==> config.mk <==
export PLATFORM = sky130hd
export DESIGN_NAME = mshr_top
export DESIGN_NICKNAME = d
export VERILOG_FILES = /design/src/logic/mshr_pkg.sv /design/src/logic/mshr_top.sv /design/src/logic/fill_return.sv /design/src/logic/mshr_table.sv /design/src/logic/miss_intake.sv
export SDC_FILE = /design/constraint.sdc
export NUM_CORES = 1
export LEC_CHECK = 0
export ABC_AREA = 0
export BUFFER_PORTS_ARGS = -buffer_cell sky130_fd_sc_hd__buf_2
export CAP_MARGIN = 30
export CORE_MARGIN = 5
export CORE_UTILIZATION = 56
export DETAILED_ROUTE_END_ITERATION = 8
export GPL_ROUTABILITY_DRIVEN = 0
export HOLD_SLACK_MARGIN = 0.06
export PLACE_DENSITY = 0.76
export SLEW_MARGIN = 20
export SYNTH_ARGS = -nofsm -noshare
export SYNTH_HDL_FRONTEND = slang
export SYNTH_HIERARCHICAL = 1
export SYNTH_SLANG_ARGS = --single-unit
==> constraint.sdc <==
create_clock -name clk -period 3.26 [get_ports clk]
set_input_delay 0.326 -clock clk [delete_from_list [all_inputs] [get_ports clk]]
set_output_delay 0.326 -clock clk [all_outputs]
set_load 0.02 [all_outputs]
==> src/logic/mshr_pkg.sv <==
package mshr_pkg;

    localparam int MSHR_DEPTH = 8;
    localparam int PTR_W      = 3;
    localparam int LINE_LSB   = 4;
    localparam int PADDR_W    = 15;
    localparam int LINE_W     = 11;
    localparam int SLOTS      = 8;

    typedef logic [PADDR_W-1:0] phys_addr_t;
    typedef logic [LINE_W-1:0]  line_addr_t;  // Address bits 14:4.
    typedef logic [SLOTS-1:0]   slot_mask_t;
    typedef logic [PTR_W-1:0]   mshr_ptr_t;
    typedef logic [PTR_W:0]     mshr_count_t; // Holds 0 through MSHR_DEPTH.

    typedef struct packed {
        line_addr_t line;
        slot_mask_t slot;
        logic       is_store;
    } miss_req_t;

    // Valid sits in the top bit of the entry word.
    typedef struct packed {
        logic       valid;
        line_addr_t line;
        slot_mask_t rd_slots;
        slot_mask_t sw_slots;
    } mshr_entry_t;

    typedef struct packed {
        line_addr_t line;
        slot_mask_t rd_slots;
        slot_mask_t sw_slots;
    } fill_resp_t;

    typedef struct packed {
        logic hit;
        logic alloc;
        logic refused;
    } req_status_t;

endpackage
==> src/logic/mshr_top.sv <==
module mshr_top (
    input  logic                  clk,
    input  logic                  arst_n,
    input  logic                  req_valid,
    input  mshr_pkg::phys_addr_t  req_addr,
    input  mshr_pkg::slot_mask_t  req_slot,
    input  logic                  req_store,
    input  logic                  fill,
    output mshr_pkg::req_status_t status,
    output logic                  mshr_full,
    output logic                  fill_valid,
    output mshr_pkg::fill_resp_t  fill_resp
);
    import mshr_pkg::*;

    logic       miss_valid;
    miss_req_t  miss_req;
    logic       pop_valid;
    fill_resp_t pop_resp;

    miss_intake u_miss_intake (
        .clk        (clk),
        .arst_n     (arst_n),
        .req_valid  (req_valid),
        .req_addr   (req_addr),
        .req_slot   (req_slot),
        .req_store  (req_store),
        .miss_valid (miss_valid),
        .miss_req   (miss_req)
    );

    mshr_table u_mshr_table (
        .clk        (clk),
        .arst_n     (arst_n),
        .miss_valid (miss_valid),
        .miss_req   (miss_req),
        .fill       (fill),
        .status     (status),
        .mshr_full  (mshr_full),
        .pop_valid  (pop_valid),
        .pop_resp   (pop_resp)
    );

    fill_return u_fill_return (
        .clk        (clk),
        .arst_n     (arst_n),
        .pop_valid  (pop_valid),
        .pop_resp   (pop_resp),
        .fill_valid (fill_valid),
        .fill_resp  (fill_resp)
    );

endmodule

==> src/logic/fill_return.sv <==
module fill_return (
    input  logic                 clk,
    input  logic                 arst_n,
    input  logic                 pop_valid,
    input  mshr_pkg::fill_resp_t pop_resp,
    output logic                 fill_valid,
    output mshr_pkg::fill_resp_t fill_resp
);

    always_ff @(posedge clk or negedge arst_n) begin
        if (!arst_n) begin
            fill_valid <= 1'b0;
        end else begin
            fill_valid <= pop_valid; // One cycle per pop.
        end
    end

    // Line and both masks go out together and hold until the next fill.
    always_ff @(posedge clk) begin
        if (pop_valid) begin
            fill_resp <= pop_resp;
        end
    end

endmodule

==> src/logic/mshr_table.sv <==
module mshr_table (
    input  logic                  clk,
    input  logic                  arst_n,
    input  logic                  miss_valid,
    input  mshr_pkg::miss_req_t   miss_req,
    input  logic                  fill,
    output mshr_pkg::req_status_t status,
    output logic                  mshr_full,
    output logic                  pop_valid,
    output mshr_pkg::fill_resp_t  pop_resp
);
    import mshr_pkg::*;

    mshr_entry_t entries [MSHR_DEPTH];
    mshr_ptr_t   head;
    mshr_ptr_t   tail;
    mshr_count_t count;

    mshr_entry_t           head_entry;
    logic [MSHR_DEPTH-1:0] match;
    logic                  do_pop;
    logic                  hit;
    logic                  do_alloc;
    logic                  no_space;
    mshr_count_t           count_after;
    slot_mask_t            rd_in;
    slot_mask_t            sw_in;
    req_status_t           status_nxt;

    always_comb begin
        head_entry  = entries[head];
        do_pop      = fill && (count != '0); // Fill on empty table is dropped.
        count_after = count - mshr_count_t'(do_pop);
        no_space    = (count_after == mshr_count_t'(MSHR_DEPTH));

        rd_in = miss_req.is_store ? '0 : miss_req.slot;
        sw_in = miss_req.is_store ? miss_req.slot : '0;

        // Parallel line compare that skips the head leaving on this edge.
        for (int i = 0; i < MSHR_DEPTH; i++) begin
            match[i] = miss_valid && entries[i].valid
                       && (entries[i].line == miss_req.line)
                       && !(do_pop && (mshr_ptr_t'(i) == head));
        end

        hit      = |match;
        do_alloc = miss_valid && !hit && !no_space;

        status_nxt.hit     = hit;
        status_nxt.alloc   = do_alloc;
        status_nxt.refused = miss_valid && !hit && no_space;
    end

    always_ff @(posedge clk or negedge arst_n) begin
        if (!arst_n) begin
            head      <= '0;
            tail      <= '0;
            count     <= '0;
            status    <= '0;
            pop_valid <= 1'b0;
        end else begin
            if (do_pop) begin
                head <= head + mshr_ptr_t'(1);
            end
            if (do_alloc) begin
                tail <= tail + mshr_ptr_t'(1);
            end
            count     <= count_after + mshr_count_t'(do_alloc);
            status    <= status_nxt;
            pop_valid <= do_pop;
        end
    end

    always_ff @(posedge clk or negedge arst_n) begin
        if (!arst_n) begin
            for (int i = 0; i < MSHR_DEPTH; i++) begin
                entries[i] <= '0;
            end
        end else begin
            if (do_pop) begin
                entries[head].valid <= 1'b0;
            end
            for (int i = 0; i < MSHR_DEPTH; i++) begin
                if (match[i]) begin
                    entries[i].rd_slots <= entries[i].rd_slots | rd_in;
                    entries[i].sw_slots <= entries[i].sw_slots | sw_in;
                end
            end
            // When full, tail equals head, so this overrides the pop clear.
            if (do_alloc) begin
                entries[tail].valid    <= 1'b1;
                entries[tail].line     <= miss_req.line;
                entries[tail].rd_slots <= rd_in;
                entries[tail].sw_slots <= sw_in;
            end
        end
    end

    always_ff @(posedge clk) begin
        if (do_pop) begin
            pop_resp.line     <= head_entry.line;
            pop_resp.rd_slots <= head_entry.rd_slots;
            pop_resp.sw_slots <= head_entry.sw_slots;
        end
    end

    assign mshr_full = (count == mshr_count_t'(MSHR_DEPTH));

endmodule

==> src/logic/miss_intake.sv <==
module miss_intake (
    input  logic                 clk,
    input  logic                 arst_n,
    input  logic                 req_valid,
    input  mshr_pkg::phys_addr_t req_addr,
    input  mshr_pkg::slot_mask_t req_slot,
    input  logic                 req_store,
    output logic                 miss_valid,
    output mshr_pkg::miss_req_t  miss_req
);
    import mshr_pkg::*;

    line_addr_t req_line;

    // Offset bits within the line are dropped here.
    assign req_line = req_addr[PADDR_W-1:LINE_LSB];

    always_ff @(posedge clk or negedge arst_n) begin
        if (!arst_n) begin
            miss_valid <= 1'b0;
        end else begin
            miss_valid <= req_valid; // One pulse per strobe.
        end
    end

    // Payload only moves on a strobe.
    always_ff @(posedge clk) begin
        if (req_valid) begin
            miss_req.line     <= req_line;
            miss_req.slot     <= req_slot;
            miss_req.is_store <= req_store;
        end
    end

endmodule

==> results of run 1 <==
## Yosys cell counts (all sizes together), types with 10 or more instances
cell,number
buf,66
clkbuf,15
dfrtp,240
edfxtp,74
ha,10
mux2,89
mux4,54
nand2,126
nand3,11
nor4,30
o2bb2ai,128
xnor2,17
xor2,78
## cell families after synthesis
family / count (synthesis)
DFF: 314
and+or+nand+nor: 204
AOI/OAI and AO/OA: 155
muxes: 144
xor gates and xnor gates: 95
buffers and inverters: 89
adders and majority gates: 10
## worst max-delay path, stage by stage, from the launching register on
cell and delay [ns]:
sky130_fd_sc_hd__edfxtp_1 0.64, sky130_fd_sc_hd__xor2_1 0.26, sky130_fd_sc_hd__nor4_1 0.55, sky130_fd_sc_hd__nand4_1 0.36, sky130_fd_sc_hd__nand4_4 0.31, sky130_fd_sc_hd__buf_4 0.20, sky130_fd_sc_hd__nor4_4 0.07, sky130_fd_sc_hd__nand2_4 0.11
sky130_fd_sc_hd__buf_4 0.18, sky130_fd_sc_hd__mux2_2 0.34
## per-stage QoR
step / area [um^2] / hold slack (ns)
after floorplan: 14500 / 0.0304
after global placement: 15200 / 0.402
after detailed placement: 15200 / 0.402
after CTS: 16500 / 0.211
after global routing: 16700 / 0.221
final: 16700 / 0.200
## power groups by stage
stage | clock (W) | combinational [W] | sequential [W]
4_1_cts | 0.00395 | 0.00570 | 0.00704
3_3_place_gp | 0 | 0.00546 | 0.00702
2_1_floorplan | 0 | 0.00423 | 0.00685
6_report | 0.00387 | 0.00580 | 0.00706
3_5_place_dp | 0 | 0.00565 | 0.00708
5_1_grt | 0.00411 | 0.00627 | 0.00726
## area by class of cell
class | instances | area [um^2] | area share
Sequential cell | 314 | 8230 | 0.493
Timing Repair Buffer | 143 | 1140 | 0.0682
Tap cell | 330 | 413 | 0.0247
Clock buffer | 52 | 1000 | 0.0600
Multi-Input combinational cell | 609 | 5750 | 0.344
Clock inverter | 9 | 125 | 0.00750
Inverter | 8 | 30.0 | 0.00180
## flip-flops by register name (all words and copies together), names as in the netlist
signal,flops
u_mshr_table/entries,224
u_fill_return/fill_resp,27
u_mshr_table/pop_resp,27
u_miss_intake/miss_req,20
u_mshr_table/count,4
u_mshr_table/head,3
u_mshr_table/status,3
u_mshr_table/tail,3
u_fill_return/fill_valid,1
u_miss_intake/miss_valid,1
u_mshr_table/pop_valid,1
## repair_timing
item                                    in CTS  in global routing
pin swaps                                    0                  7
hold endpoints to repair                   106                  0
hold buffers                                21                  0
setup buffers                                0                 10
gates cloned                                 0                  1
gates resized for setup                      1                  9
endpoints found under the setup margin      16                 85
## routing by layer
metal,wire (um),vias to the layer above
li1,-,3956
met1,14200,4621
met2,14800,365
met3,2600,60
met4,756,0
met5,0,-
## cell usage in the layout (no fill, tap or decap), types with 16 or more instances in the layout
| master | n |
|---|---|
| sky130_fd_sc_hd__dlygate4sd3_1 | 21 |
| sky130_fd_sc_hd__xor2_1 | 78 |
| sky130_fd_sc_hd__clkbuf_16 | 36 |
| sky130_fd_sc_hd__edfxtp_1 | 74 |
| sky130_fd_sc_hd__buf_4 | 56 |
| sky130_fd_sc_hd__buf_2 | 54 |
| sky130_fd_sc_hd__xnor2_1 | 16 |
| sky130_fd_sc_hd__o2bb2ai_1 | 126 |
| sky130_fd_sc_hd__dfrtp_1 | 238 |
| sky130_fd_sc_hd__nor4_1 | 22 |
| sky130_fd_sc_hd__mux4_2 | 54 |
| sky130_fd_sc_hd__mux2_2 | 77 |
| sky130_fd_sc_hd__nand2_1 | 118 |
## worst min-delay path by stage
stage,from,end,depth (start not counted)
final,req_valid,u_miss_intake/miss_valid$_DFF_PN0_,1
after global routing,req_valid,u_miss_intake/miss_valid$_DFF_PN0_,1
after CTS,req_valid,u_miss_intake/miss_valid$_DFF_PN0_,1
after detailed placement,arst_n,u_mshr_table/entries[109]$_DFFE_PN0P_,1
after global placement,arst_n,u_mshr_table/entries[109]$_DFFE_PN0P_,1
after floorplan,arst_n,u_fill_return/fill_valid$_DFF_PN0_,0
==> reports/qor.txt, run 1 <==
=====================================================================================
Layer with the highest usage after global routing                                met1
Final-report max-slew violation count                                               0
Routed length per instance                                                    22.1 um
Worst Max-Slew Pin Slew                                                      0.718 ns
Post-route setup TNS                                                             0 ns
Max-capacitance violation count                                                     0
Detailed-route via count                                                         9002
Number of cells produced by synthesis                                            1011
Final routed wirelength across all metal layers                               32.4 mm
Switching Share                                                                 0.327
Number of synthesized register bits                                               314
Quantity of I/O buffers inserted on ports                                          55
Result of the run                                                        finished clean
Via density per instance                                                         6.14
Net switching component of the power                                        0.00547 W
Setup slack of the most critical reg-to-reg path                              0.11 ns
NumNets Final                                                                    1148
Library cell with the largest summed area after synthesis                sky130_fd_sc_hd__dfrtp_1
Overall global routing resource usage                                           0.229
Warning count from the yosys run                                                    6
GR Util met3                                                                   0.0492
Combined area of all synthesized cells                                    0.0145 mm^2
Global route overflow                                                               0
Num Clock Sinks                                                                   314
Largest net degree at the start of global routing                                  95
Longest Clk Path Bufs                                                               3
Termination of the worst setup path                                      u_mshr_table/entries[160]$_DFFE_PN0P_
Worst setup EP type                                                          register
Cell at the root of the clock tree                                       sky130_fd_sc_hd__clkbuf_16
Global-route track usage on met1                                                0.345
Adder-cell share of the synthesized area                                      0.00864
Horizontal die dimension                                                       171 um
Type of origin of the critical path                                          register
Length of the first detailed-routing pass in iterations                             5
Worst path required time                                                      3.65 ns
Number of enable flip-flop cells after synthesis                                   74
Fraction of registers with async set/reset                                      0.764
Critical register-to-register path endpoint                              u_mshr_table/entries[160]$_DFFE_PN0P_
Detailed router's first-iteration violation count                                 671
Number of nets with antenna violations after detailed routing                       0
Detailed placer's ending HPWL                                                 20.8 mm
Worst-Skew Late Latency                                                       0.52 ns
Clock-pin slew of the registers on the worst-case setup and hold paths        0.06 ns
TritonCTS Buffers                                                                  34
Proportion of synthesized area in mux cells                                     0.156
Clock Skew                                                                  0.0207 ns
Placed insts                                                                     1372
Floorplan die area                                                        0.0292 mm^2
Setup violation total in the final timing report                                    0
Post-placement worst setup slack                                           -0.0520 ns
Final core occ                                                                  0.659
Pwr/cell area                                                            1000 mW/mm^2
CP Max Fanout                                                                      13
Combinational Power Share                                                       0.347
Beginning of the worst register-to-register path                         u_miss_intake/miss_req[19]$_DFFE_PP_
Final cycle utilization of the critical path                                    0.966
Post-synth cell types                                                              51
Residual DRC                                                                        0
Compound-Gate Fraction of Synth Area                                           0.0935
Main flop type after synthesis                                           sky130_fd_sc_hd__dfrtp_1
Final min period                                                              3.15 ns
Worst setup path start                                                   u_miss_intake/miss_req[19]$_DFFE_PP_
Non-filler instance count after layout                                           1465
Category of the critical setup timing path                                    reg2reg
Initial antenna violation count                                                     0
Power share of the clock group                                                  0.231
Hold violation count in the final report                                            0
Chip height                                                                    171 um
Int Power                                                                    0.0113 W
Worst vdd ir                                                                 0.514 mV
Leakage dissipation                                                           7.09 nW
Core outline area                                                         0.0253 mm^2
Filler Cell Count                                                                1782
Starting utilization of the core area                                           0.572
Portion of the post-synthesis area used by sequential elements                  0.568
Arrival time worst endpoint                                                   3.54 ns
Reg2reg path depth                                                                  9
Synthesized netlist net count                                                    1049
Synthesized-area fraction occupied by and/or/nand/nor cells                    0.0750
FP Rows                                                                            58
TritonCTS clock tree                                                             done
Share of Yosys cell area claimed by the top area cell type                      0.415
Xor and xnor area share after synthesis                                        0.0574
Highest Clock Rate                                                            317 MHz
GR met2 Demand/Resource                                                         0.345
Fraction of layout cells with a size suffix above 1                             0.307
Number of I/O pins                                                                 60
Antenna cell count                                                                  0
Hold/Removal Path Class                                                        in2reg
Proportion of power drawn by flip-flops and latches                             0.422
Syn avg cell area                                                           14.3 um^2
Normalized max-slew margin                                                      0.521
Most area-consuming cells after synthesis                                sky130_fd_sc_hd__dfrtp_1, sky130_fd_sc_hd__edfxtp_1, sky130_fd_sc_hd__mux4_2, sky130_fd_sc_hd__o2bb2ai_1, sky130_fd_sc_hd__mux2_2
Wire length of the first global-routing pass                                  52.1 mm
Overall power consumption                                                    0.0167 W
H-tree depth                                                                        2
Via count of the first global-routing pass                                       9216
Final worst slack                                                            0.110 ns
Post-synthesis to final-layout area growth                                      15.2%
Combinational family with the most area after synthesis                  multiplexers
=====================================================================================
No activity file was read; power rests on OpenSTA's default activity.
==> inputs of run 2 (changes only) <==
Settings changed: BUFFER_PORTS_ARGS -buffer_cell sky130_fd_sc_hd__buf_2 to default, CORE_UTILIZATION 56 to 58, DONT_BUFFER_PORTS from default to 1, GPL_TIMING_DRIVEN from default to 1.
==> run 2 against run 1 <==
The flow now finishes with violations (negative hold slack); first-iteration DRC count is 7.5% lower; fmax is 0.98% higher; highest routed layer unchanged; largest power group unchanged; clock power hardly changed; sequential share of layout area is 1.1 points higher; combinational power is 5.3% lower.
==> reports/qor.txt, run 2 (synthesis gave the netlist of run 1 again) <==
=====================================================================================
Arrival time worst endpoint                                                   3.49 ns   -0.05 ns
Final min period                                                              3.12 ns   -0.0307 ns
Highest Clock Rate                                                            321 MHz   +0.98%
Hold/Removal Path Class                                                      in2async
Longest Clk Path Bufs                                                               3   unchanged
TritonCTS Buffers                                                                  34   unchanged
Normalized max-slew margin                                                      0.343   -0.179
Footprint of the multi-input gates                                       0.00573 mm^2   -0.22%
Leakage dissipation                                                           6.83 nW   -3.7%
Wire length of the first global-routing pass                                  52.8 mm   +1.3%
Final core occ                                                                  0.668   +0.00891
H-tree depth                                                                        2   unchanged
Largest net degree at the start of global routing                                 241   +150%
Residual DRC                                                                        0   unchanged
Antenna cell count                                                                  0   unchanged
NumNets Final                                                                    1084   -5.6%
Worst Max-Slew Pin Slew                                                      0.972 ns   +0.254 ns
Worst path required time                                                      3.64 ns   about the same
Global route overflow                                                               0   unchanged
Worst hold slack across all endpoints                                       -0.464 ns   -0.665 ns
Post-placement worst setup slack                                           -0.0679 ns   -0.0159 ns
Number of I/O pins                                                                 60   unchanged
Chip height                                                                    168 um   -1.6%
Via count of the first global-routing pass                                       9044   -1.9%
Cell at the root of the clock tree                                       sky130_fd_sc_hd__clkbuf_16
Commonest non-fill, non-tap cell in the layout                           sky130_fd_sc_hd__dfrtp_1
Length of the first detailed-routing pass in iterations                             5   unchanged
Detailed-route via count                                                         8809   -2.1%
Routed length per instance                                                    23.4 um   +5.8%
Fraction of layout cells with a size suffix above 1                             0.269   -0.0386
Cell with the most instances on the worst path                           sky130_fd_sc_hd__nand3_1
Overall global routing resource usage                                           0.236   +0.00755
Largest registers in the final layout                                    u_mshr_table/entries (224), u_fill_return/fill_resp (27), u_mshr_table/pop_resp (27)
Post-synthesis to final-layout area growth                                      12.7%
Filler Cell Count                                                                1693   -5.0%
Horizontal die dimension                                                       168 um   -1.6%
Largest delay contributor family on the critical path                    simple AND/OR/NAND/NOR gates
Pwr/cell area                                                            1020 mW/mm^2   +1.4%
Setup violation total in the final timing report                                    0   unchanged
Result of the run                                                        finished with violations
Final routed wirelength across all metal layers                               32.7 mm   +0.72%
Initial antenna violation count                                                     0   unchanged
Register cell area after layout                                          0.00823 mm^2   unchanged
Worst setup EP type                                                          register
Violated checks                                                          negative hold slack
Register ranked first by flip-flop count                                 u_mshr_table/entries
Buf/Inv on CP                                                                       0   -2
TritonCTS clock tree                                                             done
Type of origin of the critical path                                          register
Floorplan die area                                                        0.0282 mm^2   -3.2%
Category of the critical setup timing path                                    reg2reg
Worst vdd ir                                                                 0.580 mV   +13%
Cell with the largest stage delay on the worst path                      sky130_fd_sc_hd__o41a_2
Final cycle utilization of the critical path                                    0.957   -0.00942
Starting utilization of the core area                                           0.592   +0.0202
Hold violation count in the final report                                          240   +240
Cell-by-cell trace of the critical path                                  o41a_2 -> ha_2 -> ha_1 -> xnor2_2 -> nand3_1 -> or2_2 -> nand3_1 -> nor4_4 -> nand2_4 -> mux2_2
Post-route setup TNS                                                             0 ns   unchanged
Number of nets with antenna violations after detailed routing                       0   unchanged
Clock Skew                                                                  0.0236 ns   +0.00293 ns
CP Max Fanout                                                                      20   +7
Count of hold-fix buffers inserted at cts                                          21   unchanged
Final worst slack                                                            0.141 ns   +0.0307 ns
Max-capacitance violation count                                                     0   unchanged
Worst-Skew Late Latency                                                       0.51 ns   about the same
Num Clock Sinks                                                                   314   unchanged
Highest-count cells in the layout ignoring fill and taps                 sky130_fd_sc_hd__dfrtp_1, sky130_fd_sc_hd__o2bb2ai_1, sky130_fd_sc_hd__nand2_1
Quantity of I/O buffers inserted on ports                                           0   -100%
Final-report max-slew violation count                                               0   unchanged
Core outline area                                                         0.0245 mm^2   -3.4%
Detailed placer's ending HPWL                                                 20.2 mm   -2.6%
Number of flip-flops in the largest register                                      224   unchanged
Largest stage delay on the critical path                                      0.52 ns   -0.12 ns
Via density per instance                                                         6.31   +2.8%
Clock-pin slew of the registers on the worst-case setup and hold paths        0.06 ns   about the same
FP Rows                                                                            57   -1.7%
Detailed router's first-iteration violation count                                 621   -7.5%
=====================================================================================
[run 2: changes by cell type in the layout (fill, tap and decap cells not counted), sizes merged]
cell | previous run | this run
buf | 121 | 57
clkinv | 4 | 8
inv | 10 | 8
a21boi | 5 | 4
bufinv | 3 | 2
clkbuf | 53 | 52
nand2 | 126 | 127
[run 2: cell type report]
class / instances / share of cell area
tap: 324 / 0.0248
inverter: 8 / 0.00184
clock buffer: 51 / 0.0642
timing repair buffer: 79 / 0.0482
sequential: 314 / 0.504
clock inverter: 10 / 0.00590
multi-input combinational: 609 / 0.351
[run 2: path summary, 6_finish.rpt]
check                                                    from                               endpoint  slack [ns]  cells after the start
setup / recovery              u_mshr_table/count[0]$_DFF_PN0_  u_mshr_table/entries[212]$_DFFE_PN0P_        0.14                     10
hold / removal                                         arst_n    u_mshr_table/entries[122]$_DFF_PN0_       -0.46                      0
setup reg to reg              u_mshr_table/count[0]$_DFF_PN0_  u_mshr_table/entries[212]$_DFFE_PN0P_        0.14                     10
hold reg to reg            u_mshr_table/pop_resp[4]$_DFFE_PP_   u_fill_return/fill_resp[4]$_DFFE_PP_        0.41                      0
max in group asynchronous                              arst_n       u_mshr_table/head[0]$_DFFE_PN0P_        3.45                      0
min in group clk                                         fill        u_mshr_table/count[0]$_DFF_PN0_        0.27                      3
[run 2: what timing repair did]
item | CTS | global route
gates cloned | 1 | 0
pin swaps | 2 | 5
setup endpoints to repair | 53 | 122
buffers inserted | 1 | 4
endpoints found under the hold margin | 281 | 240
gates resized for setup | 4 | 7
[run 2: power breakdown]
part | switching [W] | internal [W]
logic | 0.00261 | 0.00288
registers | 0.00133 | 0.00590
clock network | 0.00151 | 0.00238
total | 0.00545 | 0.0112
[run 2: worst reg2reg max path, cell delays in order, from the launching register on]
cell and delay [ns]:
sky130_fd_sc_hd__dfrtp_1 0.40, sky130_fd_sc_hd__o41a_2 0.52, sky130_fd_sc_hd__ha_2 0.20, sky130_fd_sc_hd__ha_1 0.21, sky130_fd_sc_hd__xnor2_2 0.23, sky130_fd_sc_hd__nand3_1 0.13, sky130_fd_sc_hd__or2_2 0.38, sky130_fd_sc_hd__nand3_1 0.16
sky130_fd_sc_hd__nor4_4 0.07, sky130_fd_sc_hd__nand2_4 0.30, sky130_fd_sc_hd__mux2_2 0.39
[run 2: per-layer routing]
| layer | global-route usage | wire length, um |
|---|---|---|
| met5 | 0 | 0 |
| met4 | 0.0533 | 482 |
| met3 | 0.0539 | 2530 |
| met2 | 0.358 | 15100 |
| met1 | 0.355 | 14600 |
[run 2: through the flow]
step	cells	area, um^2	power (W)
final	1395	16300	0.0166
after global routing	1395	16300	0.0175
after CTS	1390	16200	0.0166
after detailed placement	1306	14800	0.0126
after global placement	1305	14800	0.0123
after floorplan	1011	14500	0.0111
